File: src/rooth_pkg.sv
// widths, slave codes and timer register map shared by the soc blocks
// slave index is address bits 31:28, slaves only see the low 28 bits
`default_nettype none

package rooth_pkg;

    localparam int CPU_WIDTH      = 32;
    localparam int SEL_WIDTH      = 4;
    localparam int SLV_ADDR_WIDTH = CPU_WIDTH - SEL_WIDTH;   // offset inside a slave

    typedef logic [CPU_WIDTH-1:0] cpu_word_t;    // address and data
    typedef logic [SEL_WIDTH-1:0] slave_sel_t;   // top address nibble

    // ------------------------------------------------------------------------
    // slave select codes
    // ------------------------------------------------------------------------
    localparam slave_sel_t SLV_MEM0  = 4'h0;   // instruction / data rom
    localparam slave_sel_t SLV_MEM1  = 4'h1;   // data ram
    localparam slave_sel_t SLV_TIMER = 4'h2;   // machine timer
    // 3..15 unmapped

    // ------------------------------------------------------------------------
    // timer registers
    // ------------------------------------------------------------------------
    // byte offsets, only bits 3:2 are decoded
    localparam logic [3:0] TMR_CTRL_OFS  = 4'h0;
    localparam logic [3:0] TMR_COUNT_OFS = 4'h4;
    localparam logic [3:0] TMR_CMP_OFS   = 4'h8;

    // control register fields
    localparam int TMR_CTRL_EN_BIT   = 0;   // count enable
    localparam int TMR_CTRL_IE_BIT   = 1;   // interrupt enable
    localparam int TMR_CTRL_PEND_BIT = 2;   // sticky, write 0 to clear

endpackage

`default_nettype wire

File: src/rooth_timer.sv
// machine timer, counts while enabled and wraps to zero on compare match
// pending is sticky until a control write with bit 2 clear
`timescale 1ns/1ns
`default_nettype none

module rooth_timer
    import rooth_pkg::*;
(
    input  wire            clk,
    input  wire            rst_n_i,

    input  wire cpu_word_t addr_i,
    input  wire cpu_word_t data_i,
    input  wire            we_i,
    output cpu_word_t      data_o,

    output logic           irq_o
);

    logic       ctrl_en;
    logic       ctrl_ie;
    logic       ctrl_pend;
    cpu_word_t  count_q;
    cpu_word_t  cmp_q;

    logic       en_d;
    logic       ie_d;
    logic       pend_d;
    cpu_word_t  count_d;

    logic [3:0] ofs;
    logic       wr_ctrl;
    logic       wr_count;
    logic       wr_cmp;
    logic       match;

    // ------------------------------------------------------------------------
    // register select
    // ------------------------------------------------------------------------
    assign ofs      = {addr_i[3:2], 2'b00};
    assign wr_ctrl  = we_i && (ofs == TMR_CTRL_OFS);
    assign wr_count = we_i && (ofs == TMR_COUNT_OFS);
    assign wr_cmp   = we_i && (ofs == TMR_CMP_OFS);

    assign match = ctrl_en && (count_q == cmp_q);

    // ------------------------------------------------------------------------
    // next state
    // ------------------------------------------------------------------------
    always_comb begin
        en_d    = ctrl_en;
        ie_d    = ctrl_ie;
        pend_d  = ctrl_pend;
        count_d = count_q;
        if (ctrl_en) begin
            count_d = count_q + 1'b1;
        end
        if (match) begin
            count_d = '0;              // wrap
        end
        if (wr_count) begin
            count_d = data_i;          // bus write wins
        end
        if (wr_ctrl) begin
            en_d = data_i[TMR_CTRL_EN_BIT];
            ie_d = data_i[TMR_CTRL_IE_BIT];
            if (!data_i[TMR_CTRL_PEND_BIT]) begin
                pend_d = 1'b0;
            end
        end
        // a match in the same cycle keeps pending set
        if (match) begin
            pend_d = 1'b1;
        end
    end

    always_ff @(posedge clk or negedge rst_n_i) begin
        if (!rst_n_i) begin
            ctrl_en   <= 1'b0;
            ctrl_ie   <= 1'b0;
            ctrl_pend <= 1'b0;
            count_q   <= '0;
            cmp_q     <= '0;
            irq_o     <= 1'b0;
        end else begin
            ctrl_en   <= en_d;
            ctrl_ie   <= ie_d;
            ctrl_pend <= pend_d;
            count_q   <= count_d;
            if (wr_cmp) begin
                cmp_q <= data_i;
            end
            irq_o     <= pend_d & ie_d;   // tracks pend & ie on the same edge
        end
    end

    // readback, offset 0xc reads zero
    always_comb begin
        data_o = '0;
        case (ofs)
            TMR_CTRL_OFS: begin
                data_o[TMR_CTRL_EN_BIT]   = ctrl_en;
                data_o[TMR_CTRL_IE_BIT]   = ctrl_ie;
                data_o[TMR_CTRL_PEND_BIT] = ctrl_pend;
            end
            TMR_COUNT_OFS: data_o = count_q;
            TMR_CMP_OFS:   data_o = cmp_q;
            default:       data_o = '0;
        endcase
    end

endmodule

`default_nettype wire

File: config.mk
export PLATFORM = sky130hd
export DESIGN_NAME = rooth_timer
export DESIGN_NICKNAME = d
export VERILOG_FILES = /design/src/rooth_pkg.sv /design/src/rooth_timer.sv
export SDC_FILE = /design/constraint.sdc
export NUM_CORES = 1
export LEC_CHECK = 0
export BUFFER_PORTS_ARGS = -buffer_cell sky130_fd_sc_hd__buf_2
export CORE_AREA = 2 2 95 115
export CTS_BUF_LIST = sky130_fd_sc_hd__clkbuf_4 sky130_fd_sc_hd__clkbuf_8
export DETAILED_ROUTE_END_ITERATION = 7
export DIE_AREA = 0 0 97 117
export PLACE_DENSITY = 0.67
export SKIP_LAST_GASP = 1
export SLEW_MARGIN = 30
export SYNTH_ARGS = -nofsm -noshare
export SYNTH_HDL_FRONTEND = slang
export SYNTH_SLANG_ARGS = --single-unit
export TNS_END_PERCENT = 50
File: constraint.sdc
create_clock -name clk -period 2.4 [get_ports clk]
set_input_delay 0.36 -clock clk [delete_from_list [all_inputs] [get_ports clk]]
set_output_delay 0.36 -clock clk [all_outputs]
set_load 0.02 [all_outputs]
==> summary.txt <==
Pwr
  – Leakage: 2.28 nW
  – NetSw: 0.00139 W
  – Pwr Total: 0.00378 W
  – P_int: 0.00239 W
  – Seq pwr share: 0.429
  – PwrDens: 716 nW/um^2
  – Clock Power Share: 0.223
  – Peak supply drop: 0.318 mV
  – Comb pwr share: 0.348
  – Switching power share of the total: 0.368

Floorplanning
  – Die Width: 97 microns
  – # IOs: 100
  – Initial core utilization: 0.435
  – CORE AREA: 10,300 sq um
  – Die footprint: 11,300 sq um
  – FP Rows: 41
  – Die H: 117 microns

CTS
  – Max clock buf depth: 2
  – CTS tree: done
  – CTS root buf: clkbuf_8
  – H-tree depth: 3
  – Hold_buf cts: 0
  – Worst-Skew Late Latency: 0.36 ns
  – Inserted Clock Buffers: 9
  – Sink Count: 68
  – Reg clk slew, reported paths: 0.07 ns

Synthesis
  – Post-synthesis sequential area ratio: 0.379
  – Post-synth ARST share: 1.00
  – Post-synth EDFFs: 0
  – Synth Flop Type: dfrtp_1
  – Synth cell types: 51
  – Syn Area/Cell: 9.67 sq um
  – Synthesized cell area: 4490 sq um
  – Register bit total from synthesis: 68
  – Post-Synthesis Cells: 464
  – Post-Syn Nets: 536
  – Ys Warns: 0

STA
  – Max Slew Vio Count: 0
  – Clock Skew: 0.0130 ns
  – Transition time of the tightest slew-check pin: 0.420 ns
  – Worst setup margin: 0.122 ns
  – Final setup fails: 0
  – Setup_tns: 0 ns
  – Fmax: 0.439 GHz
  – Period utilization: 0.949
  – Final hold slack: -0.00433 ns
  – Slew headroom: 0.718
  – RSZ-0062 raised after global routing: false
  – Final Hold Fails: 1
  – Tmin final: 2.28 ns

Layout
  – Footprint of the multi-input gates: 2580 sq um
  – Final nets: 613
  – Most frequent cells in the layout: buf_2 (69), dfrtp_1 (68), mux2_2 (34)
  – Total area of sequential cells: 1700 sq um
  – Ant diodes: 0
  – Final Non-Filler Cells: 673
  – Layout cells sized above 1: 0.311
  – Finished Cell Area: 5280 sq um
  – Layout area overhead: 17.8%
  – Layout fillers: 971
  – Most common cell after layout, fill and taps aside: buf_2

Critical path
  – Worst setup EP type: flip-flop
  – Worst Reg2Reg Path Length in Cells: 6
  – Crit start category: flip-flop
  – CP startpoint: cmp_q[5]
  – Worst R2R Start: cmp_q[5]
  – Critical path arrival: 2.52 ns
  – Reg2Reg Setup Slack: 0.12 ns
  – WS Path Type: reg -> reg
  – R2R Path End: count_q[2]
  – Worst setup path end: count_q[2]
  – Req. time, crit path: 2.65 ns
  – Crit path max fanout: 3

Drt
  – DRT Wirelength: 12.7 mm
  – Routed len/inst: 18.8 microns
  – Iter 0 DRT Violations: 245
  – ANT nets after route: 0
  – DRC Markers: 0
  – TritonRoute pass-1 iters: 5
  – Via count: 3,967
  – Average vias per placed instance: 5.89

Place
  – Input/output buffers: 69
  – Number of placed instances, taps included: 658
  – Routability cong.: 0.897
  – Final HPWL DP: 9.17 mm
  – Setup WS pre-CTS: 0.0254 ns
  – Post-Place Cell Area: 5110 sq um

Run
  – Max-cap violations: 0

GRT
  – Largest net degree at the start of global routing: 69
  – First-pass GRT wire length: 20.7 mm
  – Grt total ovfl: 0
  – Number of global-route vias before repair: 3,944
  – Total GRT Usage: 0.229
  – Initial antenna violation count: 0

Outcome
  – Outcome: complete, but fails checks
  – Failing checks: hold timing

Worst hold path
  – Class of the worst hold path: in -> async
worst min path at each step:
stage | start | slack [ns] | endpoint | depth (start not counted)
6_report | rst_n_i | -0.004 | cmp_q[6] | 2
5_1_grt | rst_n_i | 0.04 | cmp_q[6] | 2
4_1_cts | rst_n_i | 0.03 | cmp_q[6] | 2
3_5_place_dp | rst_n_i | 0.41 | cmp_q[6] | 2
3_3_place_gp | rst_n_i | 0.42 | cmp_q[7] | 2
2_1_floorplan | rst_n_i | 0.06 | cmp_q[0] | 0
synth_stat cells, types with 3 or more instances:
| library cell | n | area, sq um |
|---|---|---|
| a32o_1 | 4 | 40.0 |
| nor2b_1 | 31 | 194 |
| a22oi_1 | 29 | 218 |
| nand2_1 | 25 | 93.8 |
| a31oi_1 | 9 | 56.3 |
| inv_1 | 10 | 37.5 |
| dfrtp_1 | 68 | 1700 |
| buf_2 | 8 | 40.0 |
| xnor2_2 | 3 | 48.8 |
| o21a_1 | 4 | 30.0 |
| nor4_1 | 6 | 37.5 |
| nor3b_1 | 4 | 30.0 |
| nand4_1 | 21 | 131 |
| and2_1 | 4 | 25.0 |
| or4_1 | 5 | 37.5 |
| buf_6 | 3 | 33.8 |
| a22o_1 | 8 | 70.1 |
| o21ai_0 | 9 | 45.0 |
| o31ai_1 | 9 | 67.6 |
| nor2_1 | 25 | 93.8 |
| mux2_2 | 34 | 383 |
| a31o_2 | 3 | 26.3 |
| buf_1 | 3 | 11.3 |
| nor3_1 | 3 | 15.0 |
| nand2b_1 | 4 | 25.0 |
| a222oi_1 | 3 | 30.0 |
| ha_1 | 5 | 62.6 |
| and3_1 | 11 | 68.8 |
| xor2_1 | 12 | 105 |
| a21oi_1 | 5 | 25.0 |
| clkbuf_1 | 23 | 86.3 |
| a32oi_1 | 3 | 26.3 |
| nand3_1 | 18 | 90.1 |
| xnor2_1 | 29 | 254 |
final cells by class:
cell class                 instances  area share
sequential                        68       0.322
clock inverter                     2     0.00237
timing repair buffer             103       0.121
multi-input combinational        349       0.488
clock buffer                      12      0.0289
tap                              129      0.0306
inverter                          10     0.00711
critical path: stages (launching register included):
cell and delay, ns:
dfrtp_1 0.40, xnor2_1 0.23, buf_4 0.17, nand4_1 0.10, or4_4 0.58, or4_4 0.54
o211a_1 0.14
registers in the layout, summed over array words and instances, names as in the netlist:
signal	cells
ctrl_ie	1
irq_o	1
ctrl_en	1
cmp_q	32
count_q	32
ctrl_pend	1
power groups by stage:
stage          sequential, W  clock (W)  combinational [W]
6_report             0.00162   0.000843            0.00132
4_1_cts              0.00162   0.000854            0.00131
2_1_floorplan        0.00157          0           0.000911
3_3_place_gp         0.00162          0            0.00129
3_5_place_dp         0.00164          0            0.00131
5_1_grt              0.00166   0.000900            0.00144
cells by family (layout without fill, tap and decap cells):
family	after synthesis	in the layout	synth area share
xor+xnor	45	45	0.0971
mux	34	34	0.0854
flops	68	68	0.379
buf+inv	47	127	0.0466
compound gates	95	95	0.157
fa+ha+maj	5	5	0.0139
simple gates	170	170	0.221
per-stage QoR:
stage	utilization	hold slack, ns
global route	0.512	0.0415
finish	0.512	-0.00433
CTS	0.511	0.0343
detailed placement	0.495	0.414
floorplan	-	0.0644
global placement	0.495	0.416
what timing repair did:
item                                    4_1_cts  5_1_grt
buffers inserted                              0        1
endpoints found under the setup margin        0       18
gates resized for setup                       0        2
metal layers:
layer  vias to the layer above  global-route usage  share of wire
li1                       1857                   -              -
met1                      1945               0.294           0.43
met2                       149               0.400           0.49
met4                         0              0.0817          0.018
met5                         -                   0              0
met3                        16              0.0350          0.057
Power figures use the tool's default switching activity.
