[config.mk]
export PLATFORM = sky130hd
export DESIGN_NAME = rooth_bus
export DESIGN_NICKNAME = d
export VERILOG_FILES = /design/src/rooth_pkg.sv /design/src/rooth_bus.sv
export SDC_FILE = /design/constraint.sdc
export NUM_CORES = 1
export LEC_CHECK = 0
export ABC_AREA = 1
export BUFFER_PORTS_ARGS = -buffer_cell sky130_fd_sc_hd__buf_4
export CORE_AREA = 3 3 253 255
export DETAILED_ROUTE_END_ITERATION = 16
export DIE_AREA = 0 0 256 258
export SYNTH_ARGS = -nofsm -noshare
export SYNTH_HDL_FRONTEND = slang
export SYNTH_SLANG_ARGS = --single-unit
[constraint.sdc]
create_clock -name vclk -period 1.4
set_clock_uncertainty 0.05 [all_clocks]
set_input_delay 0 -clock vclk [all_inputs]
set_output_delay 0 -clock vclk [all_outputs]
set_load 0.02 [all_outputs]
[src/rooth_pkg.sv]
// widths, slave codes and timer register map shared by the soc blocks
// slave index is address bits 31:28, slaves only see the low 28 bits
`default_nettype none

package rooth_pkg;

    localparam int CPU_WIDTH      = 32;
    localparam int SEL_WIDTH      = 4;
    localparam int SLV_ADDR_WIDTH = CPU_WIDTH - SEL_WIDTH;   // offset inside a slave

    typedef logic [CPU_WIDTH-1:0] cpu_word_t;    // address and data
    typedef logic [SEL_WIDTH-1:0] slave_sel_t;   // top address nibble

    // ------------------------------------------------------------------------
    // slave select codes
    // ------------------------------------------------------------------------
    localparam slave_sel_t SLV_MEM0  = 4'h0;   // instruction / data rom
    localparam slave_sel_t SLV_MEM1  = 4'h1;   // data ram
    localparam slave_sel_t SLV_TIMER = 4'h2;   // machine timer
    // 3..15 unmapped

    // ------------------------------------------------------------------------
    // timer registers
    // ------------------------------------------------------------------------
    // byte offsets, only bits 3:2 are decoded
    localparam logic [3:0] TMR_CTRL_OFS  = 4'h0;
    localparam logic [3:0] TMR_COUNT_OFS = 4'h4;
    localparam logic [3:0] TMR_CMP_OFS   = 4'h8;

    // control register fields
    localparam int TMR_CTRL_EN_BIT   = 0;   // count enable
    localparam int TMR_CTRL_IE_BIT   = 1;   // interrupt enable
    localparam int TMR_CTRL_PEND_BIT = 2;   // sticky, write 0 to clear

endpackage

`default_nettype wire

[src/rooth_bus.sv]
// fixed priority bus, m3 > m2 > m0 > m1, no stall and no retry
// a losing master reads zero and its write is lost
// master 1 is read-only and always sees slave 0 read data
`timescale 1ns/1ns
`default_nettype none

module rooth_bus
    import rooth_pkg::*;
(
    input  wire            clk,
    input  wire            rst_n_i,

    // master 0, core data
    input  wire cpu_word_t m0_addr_i,
    input  wire cpu_word_t m0_data_i,
    input  wire            m0_req_i,
    input  wire            m0_we_i,
    output cpu_word_t      m0_data_o,

    // master 1, instruction fetch
    input  wire cpu_word_t m1_addr_i,
    output cpu_word_t      m1_data_o,

    // master 2, debug
    input  wire cpu_word_t m2_addr_i,
    input  wire cpu_word_t m2_data_i,
    input  wire            m2_req_i,
    input  wire            m2_we_i,
    output cpu_word_t      m2_data_o,

    // master 3, other
    input  wire cpu_word_t m3_addr_i,
    input  wire cpu_word_t m3_data_i,
    input  wire            m3_req_i,
    input  wire            m3_we_i,
    output cpu_word_t      m3_data_o,

    // slaves
    output cpu_word_t      s0_addr_o,
    output cpu_word_t      s0_data_o,
    output logic           s0_we_o,
    input  wire cpu_word_t s0_data_i,

    output cpu_word_t      s1_addr_o,
    output cpu_word_t      s1_data_o,
    output logic           s1_we_o,
    input  wire cpu_word_t s1_data_i,

    output cpu_word_t      s2_addr_o,
    output cpu_word_t      s2_data_o,
    output logic           s2_we_o,
    input  wire cpu_word_t s2_data_i
);

    localparam logic [1:0] GNT_M0 = 2'd0;
    localparam logic [1:0] GNT_M1 = 2'd1;
    localparam logic [1:0] GNT_M2 = 2'd2;
    localparam logic [1:0] GNT_M3 = 2'd3;

    logic [1:0] grant;
    logic       g_req;      // a writing-capable master owns the bus
    cpu_word_t  g_addr;
    cpu_word_t  g_data;
    logic       g_we;
    slave_sel_t g_sel;
    cpu_word_t  g_addr_s;   // slave view, top nibble cleared
    cpu_word_t  rd_data;

    // ------------------------------------------------------------------------
    // arbitration
    // ------------------------------------------------------------------------
    always_comb begin
        if (m3_req_i) begin
            grant = GNT_M3;
        end else if (m2_req_i) begin
            grant = GNT_M2;
        end else if (m0_req_i) begin
            grant = GNT_M0;
        end else begin
            grant = GNT_M1;   // fetch owns an idle bus
        end
    end

    // granted master's request, muxed once so the decode is shared
    always_comb begin
        case (grant)
            GNT_M3: begin
                g_addr = m3_addr_i;
                g_data = m3_data_i;
                g_we   = m3_we_i;
            end
            GNT_M2: begin
                g_addr = m2_addr_i;
                g_data = m2_data_i;
                g_we   = m2_we_i;
            end
            GNT_M0: begin
                g_addr = m0_addr_i;
                g_data = m0_data_i;
                g_we   = m0_we_i;
            end
            default: begin
                g_addr = m1_addr_i;
                g_data = '0;
                g_we   = 1'b0;    // no write path for fetch
            end
        endcase
    end

    assign g_req    = (grant != GNT_M1);
    assign g_sel    = g_addr[CPU_WIDTH-1 -: SEL_WIDTH];
    assign g_addr_s = {{SEL_WIDTH{1'b0}}, g_addr[SLV_ADDR_WIDTH-1:0]};

    // ------------------------------------------------------------------------
    // address decode and slave routing
    // ------------------------------------------------------------------------
    always_comb begin
        // slave 0 address follows fetch unless taken below
        s0_addr_o = {{SEL_WIDTH{1'b0}}, m1_addr_i[SLV_ADDR_WIDTH-1:0]};
        s0_data_o = '0;
        s0_we_o   = 1'b0;
        s1_addr_o = '0;
        s1_data_o = '0;
        s1_we_o   = 1'b0;
        s2_addr_o = '0;
        s2_data_o = '0;
        s2_we_o   = 1'b0;
        rd_data   = '0;
        if (g_req) begin
            case (g_sel)
                SLV_MEM0: begin
                    s0_addr_o = g_addr_s;
                    s0_data_o = g_data;
                    s0_we_o   = g_we;
                    rd_data   = s0_data_i;
                end
                SLV_MEM1: begin
                    s1_addr_o = g_addr_s;
                    s1_data_o = g_data;
                    s1_we_o   = g_we;
                    rd_data   = s1_data_i;
                end
                SLV_TIMER: begin
                    s2_addr_o = g_addr_s;
                    s2_data_o = g_data;
                    s2_we_o   = g_we;
                    rd_data   = s2_data_i;
                end
                default: rd_data = '0;   // unmapped, write dropped
            endcase
        end
    end

    // read data only to the winner
    assign m0_data_o = (grant == GNT_M0) ? rd_data : '0;
    assign m2_data_o = (grant == GNT_M2) ? rd_data : '0;
    assign m3_data_o = (grant == GNT_M3) ? rd_data : '0;
    assign m1_data_o = s0_data_i;

endmodule

`default_nettype wire

==> results, run 1 <==
- The analysis attributes to cell leakage a power of 5.974 nW.
- The worst setup path is launched from an input pin.
- The worst setup slack before clock tree synthesis is -0.5642 ns.
- In the finished layout, the clock tree contains a buffer count of 0.
- The number of remaining DRC errors is 0.
- The signal arrival time at the worst endpoint is 1.74 ns.
- During placement, the flow inserted port buffers numbering 637.
- The floorplan die area is 66,050 µm².
- Each instance of the synthesized netlist takes up on average 4.979 µm².
- The placeable core area is 61,830 µm².
- The clock network burns 0% of the power.
- The final reports fail on setup timing.
- Combinational logic burns 100.0% of the power.
- The via count of the first global-routing pass is 8,697.
- The worst-case headroom to the max-slew limit is 52.38%.
- Setup slack on the critical path of the routed design comes to -0.3922 ns.
- The final routed wirelength across all metal layers is 51,020 µm.
- The count of final max-slew check failures is 0.
- The detail route stage leaves a number of antenna-violating nets equal to 0.
- IR analysis of the VDD net gives a maximum drop of 0.2086 mV.
- In this run the power density over the cells is 410.9 nW/µm².
- The total of endpoints with negative setup slack in the final report is 279.
- The most area-hungry cell type in the Yosys netlist is nor2_1.
- The largest net degree at the start of global routing is 42.
- Setup repair after global routing could not meet its margin everywhere.
- The detailed-routing iteration count for the pre-antenna-repair pass is 5.
- The per-cell routed wire length is 22.29 µm.
- The clock period minus final worst setup slack is 1.792 ns.
- Buffers inserted to repair hold after CTS numbered 0.
- The routed layout has 8,646 vias.
- The count of endpoints failing hold in the final timing report is 0.
- The max-capacitance violation count is 0.
- The final-stage net count is 1,781.
- Dividing the detail-routed via count by the number of cells gives 3.777.
- The fraction of final layout cells with drive strength greater than 1 is 73.60%.
- For this run, the number of Yosys warnings is 0.
- The global-route total usage across every layer is 13.84%.
- The first global-routing pass estimated 66,220 µm of wire.
- Static timing analysis puts the maximum clock frequency at 0.5580 GHz.
- The number of different library cells used by synthesis comes to 23.
- The weighted congestion reported at the end of routability-driven placement is 0.8407.
- The initial standard-cell utilization of the core is 6.209%.
- The peak fanout along the critical path is 6.
- The post-route clock period utilization is 128.0%.
- Registers take 0 µm².
- After legalization and detailed placement, the total HPWL measured 40,920 µm.
- The path class of the tightest hold or removal check is in2out.
- The boundary pin count is 651.
- The synthesized netlist occupies a cell area of 3839 µm².
- The post-synthesis cell count is 771.
- The number of sequential cells in the layout is 0.
- In this run the power spent charging and discharging nets is 2.919 mW.
- The run finished, with violations left.
- The horizontal extent of the die is 256 µm.
- The internal power is 2.503 mW.
- The global-route congestion overflow total is 0.
- In the post-synthesis netlist, the biggest area contributors are nor2_1 25%, a22o_1 14%, nand4_1 10%.
- Measured along the y axis, the die boundary spans 258 µm.
- The endpoint required time on the critical path is 1.35 ns.
- STA classifies the critical path endpoint as a primary output.
- The slew at the pin closest to its max-slew limit is 0.7143 ns.
- The detailed router's first-iteration violation count is 406.
- In this run, flip-flops and latches consume 0% of the power.
- Net switching is 53.84% of the power.
- The classification of the worst setup path is in2out.
- The proportion of synthesized chip area in sequential cells is 0%.
- The initial antenna violation count is 4.
- The number of placement rows is 91.
- The area fraction of the dominant cell type after synthesis is 25.13%.
- Hold timing on the final database bottoms out at a slack of 0.1604 ns.
- The layout overhead on the synthesized area is 243.8%.
critical path: stages:
cell     delay [ns]
buf_6          0.10
nor2_4         0.17
nor2_1         0.06
nor2_1         0.14
nand2_2        0.10
nand2_4        0.09
buf_12         0.10
buf_12         0.09
buf_16         0.13
buf_16         0.14
nand3_1        0.14
nand3_2        0.11
nand2_2        0.11
nor2_4         0.13
buf_6          0.13
Yosys cell counts:
| library cell | number |
|---|---|
| buf_2 | 29 |
| inv_1 | 10 |
| inv_2 | 4 |
| clkbuf_1 | 36 |
| nand3_2 | 2 |
| nand3_4 | 1 |
| nand3_1 | 71 |
| nand4_1 | 64 |
| nand2_2 | 2 |
| nand2_1 | 80 |
| nor2_1 | 257 |
| o21ai_0 | 6 |
| buf_6 | 1 |
| nor2_4 | 1 |
| a22o_1 | 61 |
| buf_1 | 8 |
| conb_1 | 1 |
| a21oi_1 | 64 |
| nor2_2 | 1 |
| buf_4 | 47 |
| nor3_4 | 1 |
| o21ai_1 | 23 |
| clkinv_1 | 1 |
routing by layer:
metal | GRT usage [%] | vias up | wire, µm
met5 | 0 | - | 34
met4 | 2.376 | 4 | 1272
met3 | 2.589 | 67 | 3692
met2 | 25.69 | 555 | 26110
met1 | 16.71 | 4043 | 19920
li1 | - | 3977 | -
power groups by stage:
stage                 Clock [mW]  Sequential [mW]  Combinational [mW]
finish              0.0000000955                0                5.42
global route                   0                0                5.72
CTS                            0                0                5.15
detailed placement             0                0                4.19
global placement               0                0                4.18
floorplan                      0                0                1.79
kinds of logic after synthesis:
| logic type | Yosys count | share of synthesized area, % |
|---|---|---|
| AOI/OAI and AO/OA | 154 | 26.04 |
| and+or+nand+nor | 480 | 54.82 |
| buffers and inverters | 136 | 19.04 |
| other | 1 | 0.09769 |
per-stage QoR:
step	cells	TNS, ns	util (%)	total power, mW	instance area [µm²]
after floorplan	782	-1.075	-	1.794	4053
after global placement	2233	-113.94	16.69	4.179	10320
after detailed placement	2233	-103.64	16.69	4.191	10320
after CTS	2274	-80.61	20.05	5.150	12400
after global routing	2288	-100.81	21.34	5.725	13190
final	2289	-74.10	21.34	5.423	13200
cells in the final DEF, fill, tap and decap left out:
cell type	Yosys	routed
inv_4	0	1
nand4_1	64	64
a21oi_1	64	13
nor2_2	1	72
clkinv_8	0	1
nand3_4	1	3
nand2_8	0	2
a22o_1	61	61
nand2_1	80	52
o21ai_0	6	3
nor2_4	1	97
buf_8	0	7
conb_1	1	12
nor2_1	257	90
bufbuf_16	0	1
inv_1	10	9
a21oi_4	0	10
buf_6	1	144
diode_2	0	1
nand2_2	2	25
clkbuf_16	0	6
nor3_4	1	1
nand3_1	71	62
buf_16	0	15
o21ai_2	0	9
nand2_4	0	3
o21ai_1	23	17
nand3_2	2	9
a21oi_2	0	41
buf_12	0	48
inv_2	4	4
buf_4	47	569
path summary, 6_finish.rpt:
| path | start | to | slack [ns] | depth (start not counted) |
|---|---|---|---|---|
| setup / recovery | m3_addr_i[31] | m2_data_o[17] | -0.39 | 15 |
| hold / removal | s0_data_i[20] | m1_data_o[20] | 0.16 | 2 |
layout make-up:
type,instances,area [µm²]
antenna,1,2.502
inverter,15,71.32
fill,6921,48630
tap,837,1047
timing repair buffer,790,7555
multi-input combinational,646,4521
what timing repair did:
item,4_1_cts,5_1_grt
gates resized for setup,364,151
setup endpoints to repair,279,279
setup buffers,24,17
pin swaps,69,68
cloned,18,5
endpoints found under the hold margin,0,0
Power figures use the tool's default switching activity.
==> run 2, diff against run 1 <==
--- a/config.mk
+++ b/config.mk
@@ -7,9 +7,12 @@
 export LEC_CHECK = 0
 export ABC_AREA = 1
 export BUFFER_PORTS_ARGS = -buffer_cell sky130_fd_sc_hd__buf_4
+export CELL_PAD_IN_SITES_DETAIL_PLACEMENT = 1
+export CELL_PAD_IN_SITES_GLOBAL_PLACEMENT = 2
 export CORE_AREA = 3 3 253 255
 export DETAILED_ROUTE_END_ITERATION = 16
 export DIE_AREA = 0 0 256 258
+export PLACE_DENSITY_LB_ADDON = 0.1
 export SYNTH_ARGS = -nofsm -noshare
 export SYNTH_HDL_FRONTEND = slang
 export SYNTH_SLANG_ARGS = --single-unit
==> run 2 against run 1 <==
The run still ends with setup timing left. Critical path depth is 1 lower. Critical path type unchanged. Non-clock buffer count is 20 lower. Count of clock-buffer cells in the layout unchanged. Cell count decreased by 0.83%. Sequential share of layout area unchanged. Wire length rose by 16%. Maximum frequency is 8.3% higher. Global-route usage grew 2.2 points. Power decreased by 3.2%. Combinational power fell by 3%. Via count is 1.7% lower.
==> results, run 2 (synthesized netlist as in run 1, its figures left out) <==
- The smallest setup slack after layout is -0.2551 ns (+0.1371 ns).
- The vias per cell is 3.743 (-0.91%).
- The overall die height is 258 µm (unchanged).
- The flow ran to the end, but the final reports show violations.
- Setup repair after global routing could not meet its margin everywhere.
- The worst voltage drop across the vdd grid came to 0.1019 mV (-51%).
- The remaining number of nets flagged by the antenna check after routing is 0 (unchanged).
- The internal power came to 2.437 mW (-2.7%).
- The sequential power share is 0% (unchanged).
- The floorplan die area is 66,050 µm² (unchanged).
- The max-capacitance violation count came to 0 (unchanged).
- The number of filler cells placed in the layout is 7,362 (+6.4%).
- On the critical path the largest part of the delay comes from buffers and inverters.
- The endpoint required time on the critical path is 1.35 ns (about the same).
- The fraction of final layout cells with drive strength greater than 1 is 73.60% (about the same).
- The global-route wire length before repair is 76,510 µm (+16%).
- The final core area utilization is 20.78% (-0.56 points).
- The half-perimeter wire length of the detailed placement result was 46,710 µm (+14%).
- The initial antenna violation count is 5 (+1).
- The library cells used most frequently in the layout, excluding fill and tap cells, are 569 x buf_4, 154 x nor2_1, 133 x buf_6.
- The global-route total usage across every layer is 16.03% (+2.2 points).
- The area of all sequential standard cells was 0 µm² (unchanged).
- From synthesis to final layout, the design area changed by 234.7%.
- The number of sequential cells in the layout is 0 (unchanged).
- The power share of the clock group is 0% (unchanged).
- The routed via count was 8,496 (-1.7%).
- The signal on the critical path passes through buf_12 > nor2_4 > buf_4 > nand2_1 > nand2_1 > inv_1 > nand2_2 > nand2_8 > buf_6 > nand3_4 > buf_12 > buf_12 > nor2_1 > buf_4.
- The number of remaining DRC errors was 0 (unchanged).
- The largest net degree at the start of global routing was 33 (-21%).
- The critical path in this run is classified as in2out.
- The cell leakage power is 5.969 nW (about the same).
- The filler-free cell count of the finished design is 2,270 (-0.83%).
- The switching portion of total power is 53.57% (-0.26 points).
- The count of final max-slew check failures is 0 (unchanged).
- The detailed-routing iteration count for the pre-antenna-repair pass is 4 (-1).
- The count of port buffers added during placement is 637 (unchanged).
- The boundary pin count is 651 (unchanged).
- The signal arrival time at the worst endpoint is 1.61 ns (-0.13 ns).
- The cell count after placement came to 2,215 (-0.81%).
- The largest individual stage delay along the critical path comes from the cell buf_4.
- The final reports fail on setup timing.
- Leaving out fill and tap cells, the most frequent cell in the layout is buf_4.
- The number of buffers and inverters on the critical path is 7 (+1).
- The final routed wirelength across all metal layers is 58,940 µm (+16%).
- The highest clock frequency the design can meet is 0.6042 GHz (+8.3%).
- The peak fanout along the critical path was 11 (+5).
- The total of endpoints with negative setup slack in the final report is 279 (unchanged).
- STA classifies the critical path endpoint as a primary output.
- The horizontal extent of the die is 256 µm (unchanged).
- The placeable core area was 61,830 µm² (unchanged).
- STA classifies the critical path startpoint as an input pin.
- The clock buffer count in the final layout is 0 (unchanged).
- The startpoint identified for the worst hold timing path is s0_data_i[20].
- The post-route clock period utilization is 118.2% (-9.8 points).
- The number of placement rows is 91 (unchanged).
- The weighted congestion reported at the end of routability-driven placement is 0.8231 (-2.1%).
- The detailed router's first-iteration violation count came to 179 (-56%).
- The clock period minus final worst setup slack came to 1.655 ns (-0.1371 ns).
- The count of hold-fix buffers inserted at cts came to 0 (unchanged).
- The worst-case headroom to the max-slew limit is 50.47% (-1.9 points).
- The power density normalized to cell area was 408.4 nW/µm² (-0.61%).
- The per-cell routed wire length was 25.96 µm (+16%).
- The final-stage net count came to 1,762 (-1.1%).
- The area of the multi-input gates is 4458 µm² (-1.4%).
- The startpoint of the most critical setup path is m3_req_i.
- The count of endpoints failing hold in the final timing report is 0 (unchanged).
- The min-delay analysis places its worst path in the category in2out.
- The initial standard-cell utilization of the core is 6.209% (unchanged).
- The delay of the slowest cell on the worst path came to 0.18 ns (about the same).
- The global-route congestion overflow total is 0 (unchanged).
- The slew at the pin closest to its max-slew limit was 0.7430 ns (+0.02871 ns).
- The logic gate share of total power came to 100.0% (about the same).
- The most common cell type on the critical path is buf_12.
- The via count of the first global-routing pass came to 9,102 (+4.7%).
- The switching component of the power is 2.811 mW (-3.7%).
## run 2: cell count changes in the layout (fill, tap and decap cells not counted), sizes merged
cell and delta:
buf -31, clkbuf +11, clkinv -1, inv +1, nand2 +1
## run 2: power groups by stage
stage / Combinational, mW / Clock, mW / Sequential (mW)
after CTS: 4.73 / 0 / 0
final: 5.25 / 0.0000000955 / 0
after floorplan: 1.79 / 0 / 0
after global routing: 5.60 / 0 / 0
after global placement: 4.12 / 0 / 0
after detailed placement: 4.12 / 0 / 0
## run 2: what timing repair did
action / 4_1_cts / 5_1_grt
buffers inserted: 16 / 11
endpoints found under the hold margin: 0 / 0
gates resized for setup: 170 / 286
setup endpoints to repair: 279 / 279
gates cloned: 13 / 19
pin swaps: 29 / 74
## run 2: cell type report
| class | instances | area share (%) |
|---|---|---|
| Inverter | 15 | 0.5355 |
| Timing Repair Buffer | 770 | 56.60 |
| Antenna cell | 1 | 0.01947 |
| Tap cell | 837 | 8.150 |
| Multi-Input combinational cell | 647 | 34.69 |
## run 2: path summary, 6_finish.rpt
kind / slack (ns) / depth (start not counted) / to
setup / recovery: -0.26 / 14 / s2_data_o[23]
hold / removal: 0.17 / 2 / m1_data_o[20]
## run 2: per-stage QoR
stage	total power [mW]	setup WS [ns]	TNS, ns	hold slack, ns	cell area [µm²]
floorplan	1.794	-0.05868	-1.075	0.06259	4053
global placement	4.125	-0.5561	-87.64	0.1694	10180
detailed placement	4.117	-0.5341	-84.50	0.1677	10180
CTS	4.732	-0.2777	-57.68	0.1678	11280
global route	5.595	-0.3677	-81.72	0.1752	12850
finish	5.248	-0.2551	-49.30	0.1660	12850
## run 2: layer usage
| metal | wire [µm] | track usage [%] |
|---|---|---|
| met1 | 21330 | 17.00 |
| met2 | 32400 | 32.16 |
| met3 | 4568 | 5.041 |
| met4 | 569 | 0.7285 |
| met5 | 74 | 0 |
==> run 3, diff against run 2 <==
--- a/config.mk
+++ b/config.mk
@@ -5,13 +5,12 @@
 export SDC_FILE = /design/constraint.sdc
 export NUM_CORES = 1
 export LEC_CHECK = 0
-export ABC_AREA = 1
 export BUFFER_PORTS_ARGS = -buffer_cell sky130_fd_sc_hd__buf_4
 export CELL_PAD_IN_SITES_DETAIL_PLACEMENT = 1
 export CELL_PAD_IN_SITES_GLOBAL_PLACEMENT = 2
-export CORE_AREA = 3 3 253 255
+export CORE_AREA = 3 3 250 252
 export DETAILED_ROUTE_END_ITERATION = 16
-export DIE_AREA = 0 0 256 258
+export DIE_AREA = 0 0 253 255
 export PLACE_DENSITY_LB_ADDON = 0.1
 export SYNTH_ARGS = -nofsm -noshare
 export SYNTH_HDL_FRONTEND = slang
==> run 3 against run 2 <==
The flow still finishes with violations (setup timing). Power grew 1.6%. First-iteration DRC count grew 70%. Setup slack lost 0.12 ns. Highest routed layer unchanged. Largest cell class unchanged.
==> results, run 3 <==
- For this design, the slowest cell found on the critical path is and3b_4.
- The worst voltage drop across the vdd grid is 0.1165 mV (+14%).
- The post-synthesis instance area was 4895 µm² (+28%).
- The max-capacitance violation count is 0 (unchanged).
- The clock buffer count in the final layout is 0 (unchanged).
- The worst setup slack before clock tree synthesis is -0.8193 ns (-0.2852 ns).
- In the layout the commonest cells are 647 x buf_4, 154 x nor2_4, 140 x buf_6.
- The detailed-routing iteration count for the pre-antenna-repair pass was 4 (unchanged).
- The initial antenna violation count is 7 (+2).
- The floorplan die area is 64,520 µm² (-2.3%).
- The dominant cell by count in the synthesized netlist is nor2_1.
- The multiplexer share of the synthesized area is 21.09% (+21 points).
- The final core area utilization came to 24.84% (+4.1 points).
- The global-route total usage across every layer is 15.93% (-0.10 points).
- The worst setup path is captured at a primary output.
- The weighted congestion reported at the end of routability-driven placement is 0.7761 (-5.7%).
- The number of unique standard cell types used by synthesis is 27 (+17%).
- The area fraction of the dominant cell type after synthesis was 24.08% (-1.1 points).
- The worst-case hold slack is 0.1798 ns (+0.01380 ns).
- The endpoint required time on the critical path was 1.35 ns (about the same).
- The area share of fa/ha/maj cells after synthesis is 0% (unchanged).
- The post-route setup TNS is -79.86 ns (-30.55 ns).
- The filler-free cell count of the finished design is 2,401 (+5.8%).
- The remaining number of nets flagged by the antenna check after routing is 0 (unchanged).
- Walking the worst path, the cells encountered are buf_12 > buf_12 > nor2_4 > a222oi_1 > buf_4 > and3b_4 > buf_12 > buf_4 > mux2i_4 > buf_6.
- The overall die height is 255 µm (-1.2%).
- The number of filler cells placed in the layout came to 7,070 (-4.0%).
- The delay of the slowest cell on the worst path came to 0.39 ns (+0.21 ns).
- The most common cell after layout, fill and taps aside is buf_4.
- Setup repair after global routing could not meet its margin everywhere.
- The design area is 15,000 µm² (+17%).
- The number of placement rows is 90 (-1.1%).
- The slew at the pin closest to its max-slew limit is 0.6442 ns (-0.09881 ns).
- The synthesized-area fraction occupied by xor and xnor cells is 0% (unchanged).
- The signal arrival time at the worst endpoint was 1.72 ns (+0.11 ns).
- Yosys attributes the largest share of cell area to nor2_1 24%, mux2_2 15%, a22oi_1 14%.
- The final reports fail on setup timing.
- After synthesis, the largest family of logic cells by area is simple AND/OR/NAND/NOR gates.
- The count of port buffers added during placement came to 637 (unchanged).
- The cell leakage power came to 6.381 nW (+6.9%).
- The setup path with the least slack is of type in2out.
- On the critical path the largest part of the delay comes from buffers and inverters.
- The area of all sequential standard cells is 0 µm² (unchanged).
- The vias per cell is 3.926 (+4.9%).
- The power density normalized to cell area was 355.7 nW/µm² (-13%).
- The cell area after placement was 12,950 µm² (+27%).
- The per-cell routed wire length is 24.09 µm (-7.2%).
- The most critical setup path has its startpoint at m3_req_i.
- The class of the worst hold path is in2out.
- The post-route clock period utilization is 126.6% (+8.4 points).
- The via count of the first global-routing pass was 9,985 (+9.7%).
- STA classifies the critical path startpoint as an input pin.
- The most area-hungry cell type in the Yosys netlist is nor2_1.
- The half-perimeter wire length of the detailed placement result came to 47,880 µm (+2.5%).
- The count of endpoints failing hold in the final timing report came to 0 (unchanged).
- The run finished, with violations left.
- The initial standard-cell utilization of the core was 8.109% (+1.9 points).
- In this design, the critical path's most frequently occurring cell is buf_12.
- Compared with the post-synthesis result, the final layout area differs by 206.4%.
- The highest clock frequency the design can meet came to 0.5642 GHz (-6.6%).
- The largest net degree at the start of global routing was 63 (+91%).
- The horizontal extent of the die is 253 µm (-1.2%).
- The post-synthesis share of cell area spent on and, or, nand and nor gates is 32.36% (-22 points).
- The routed via count is 9,427 (+11%).
- The critical hold path startpoint is s0_data_i[3].
- The proportion of synthesized chip area in sequential cells came to 0% (unchanged).
- The boundary pin count is 651 (unchanged).
- The fraction of the mapped netlist area in compound gates is 29.32% (+3.3 points).
- The peak fanout along the critical path was 7 (-4).
- The number of sequential cells in the layout is 0 (unchanged).
- The worst-case headroom to the max-slew limit is 57.05% (+6.6 points).
- The total of endpoints with negative setup slack in the final report was 279 (unchanged).
- The final routed wirelength across all metal layers was 57,850 µm (-1.9%).
- The detailed router's first-iteration violation count is 304 (+70%).
- The total power of the final layout is 5.334 mW (+1.6%).
- The post-synthesis cell count is 885 (+15%).
- The global-route congestion overflow total is 0 (unchanged).
- The mean instance size in the synthesized netlist is 5.531 µm² (+11%).
- The clock period minus final worst setup slack came to 1.773 ns (+0.1175 ns).
- The final-stage net count was 1,940 (+10%).
- The cell count after placement is 2,354 (+6.3%).
- The number of warning messages in the yosys log was 0 (unchanged).
- The placeable core area was 60,360 µm² (-2.4%).
- The number of buffers and inverters on the critical path was 6 (-1).
- The number of remaining DRC errors was 0 (unchanged).
- The smallest setup slack after layout came to -0.3725 ns (-0.1175 ns).
- By count the netlist is led by 314 x nor2_1, 96 x a21oi_1, 93 x a22oi_1.
- The fraction of final layout cells with drive strength greater than 1 is 74.22% (+0.62 points).
- The global-route wire length before repair is 75,150 µm (-1.8%).
- The count of final max-slew check failures is 0 (unchanged).
[run 3: cell types whose count changed after synthesis, moves of 18 or more]
cell / change
a21oi_1: +32
buf_2: -18
nand2_1: -78
nand4_1: -64
inv_1: +23
clkbuf_1: +41
a22o_1: -61
o21ai_1: -23
a22oi_1: +93
mux2_2: +65
mux2i_1: +30
nor2_1: +57
a31oi_1: +32
[run 3: logic make-up (layout without fill, tap and decap cells)]
group | Yosys count | in the layout
buffers and inverters | 170 | 884
muxes | 95 | 95
and+or+nand+nor | 391 | 391
AOI/OAI and AO/OA | 228 | 228
other | 1 | 21
[run 3: path summary, 6_finish.rpt]
kind | end | slack [ns] | cells after the start
worst max-delay path | s0_addr_o[18] | -0.37 | 10
worst min-delay path | m1_data_o[3] | 0.18 | 2
[run 3: metal layers]
layer	global-route usage, %	vias up	routed length (µm)
met3	3.170	16	3105
met4	1.763	2	429
li1	-	4502	-
met5	0	-	7
met1	18.59	4629	22830
met2	30.78	278	31480
[run 3: final cells by class]
type / count / area [µm²] / area share, %
Antenna cell: 9 / 22.52 / 0.1502
Timing Repair Buffer: 851 / 7780 / 51.88
Inverter: 33 / 123.9 / 0.8260
Tap cell: 782 / 978.4 / 6.525
Multi-Input combinational cell: 726 / 6091 / 40.62
[run 3: what timing repair did]
item,CTS,global route
resized for setup,106,269
pin swaps,7,26
setup endpoints to repair,279,279
buffers inserted,10,14
cloned,3,11
hold buffers,0,0
[run 3: report_power, final]
group,switching (mW),internal [mW]
clock network,0,0.000000866
logic,2.78,2.56
registers,0,0
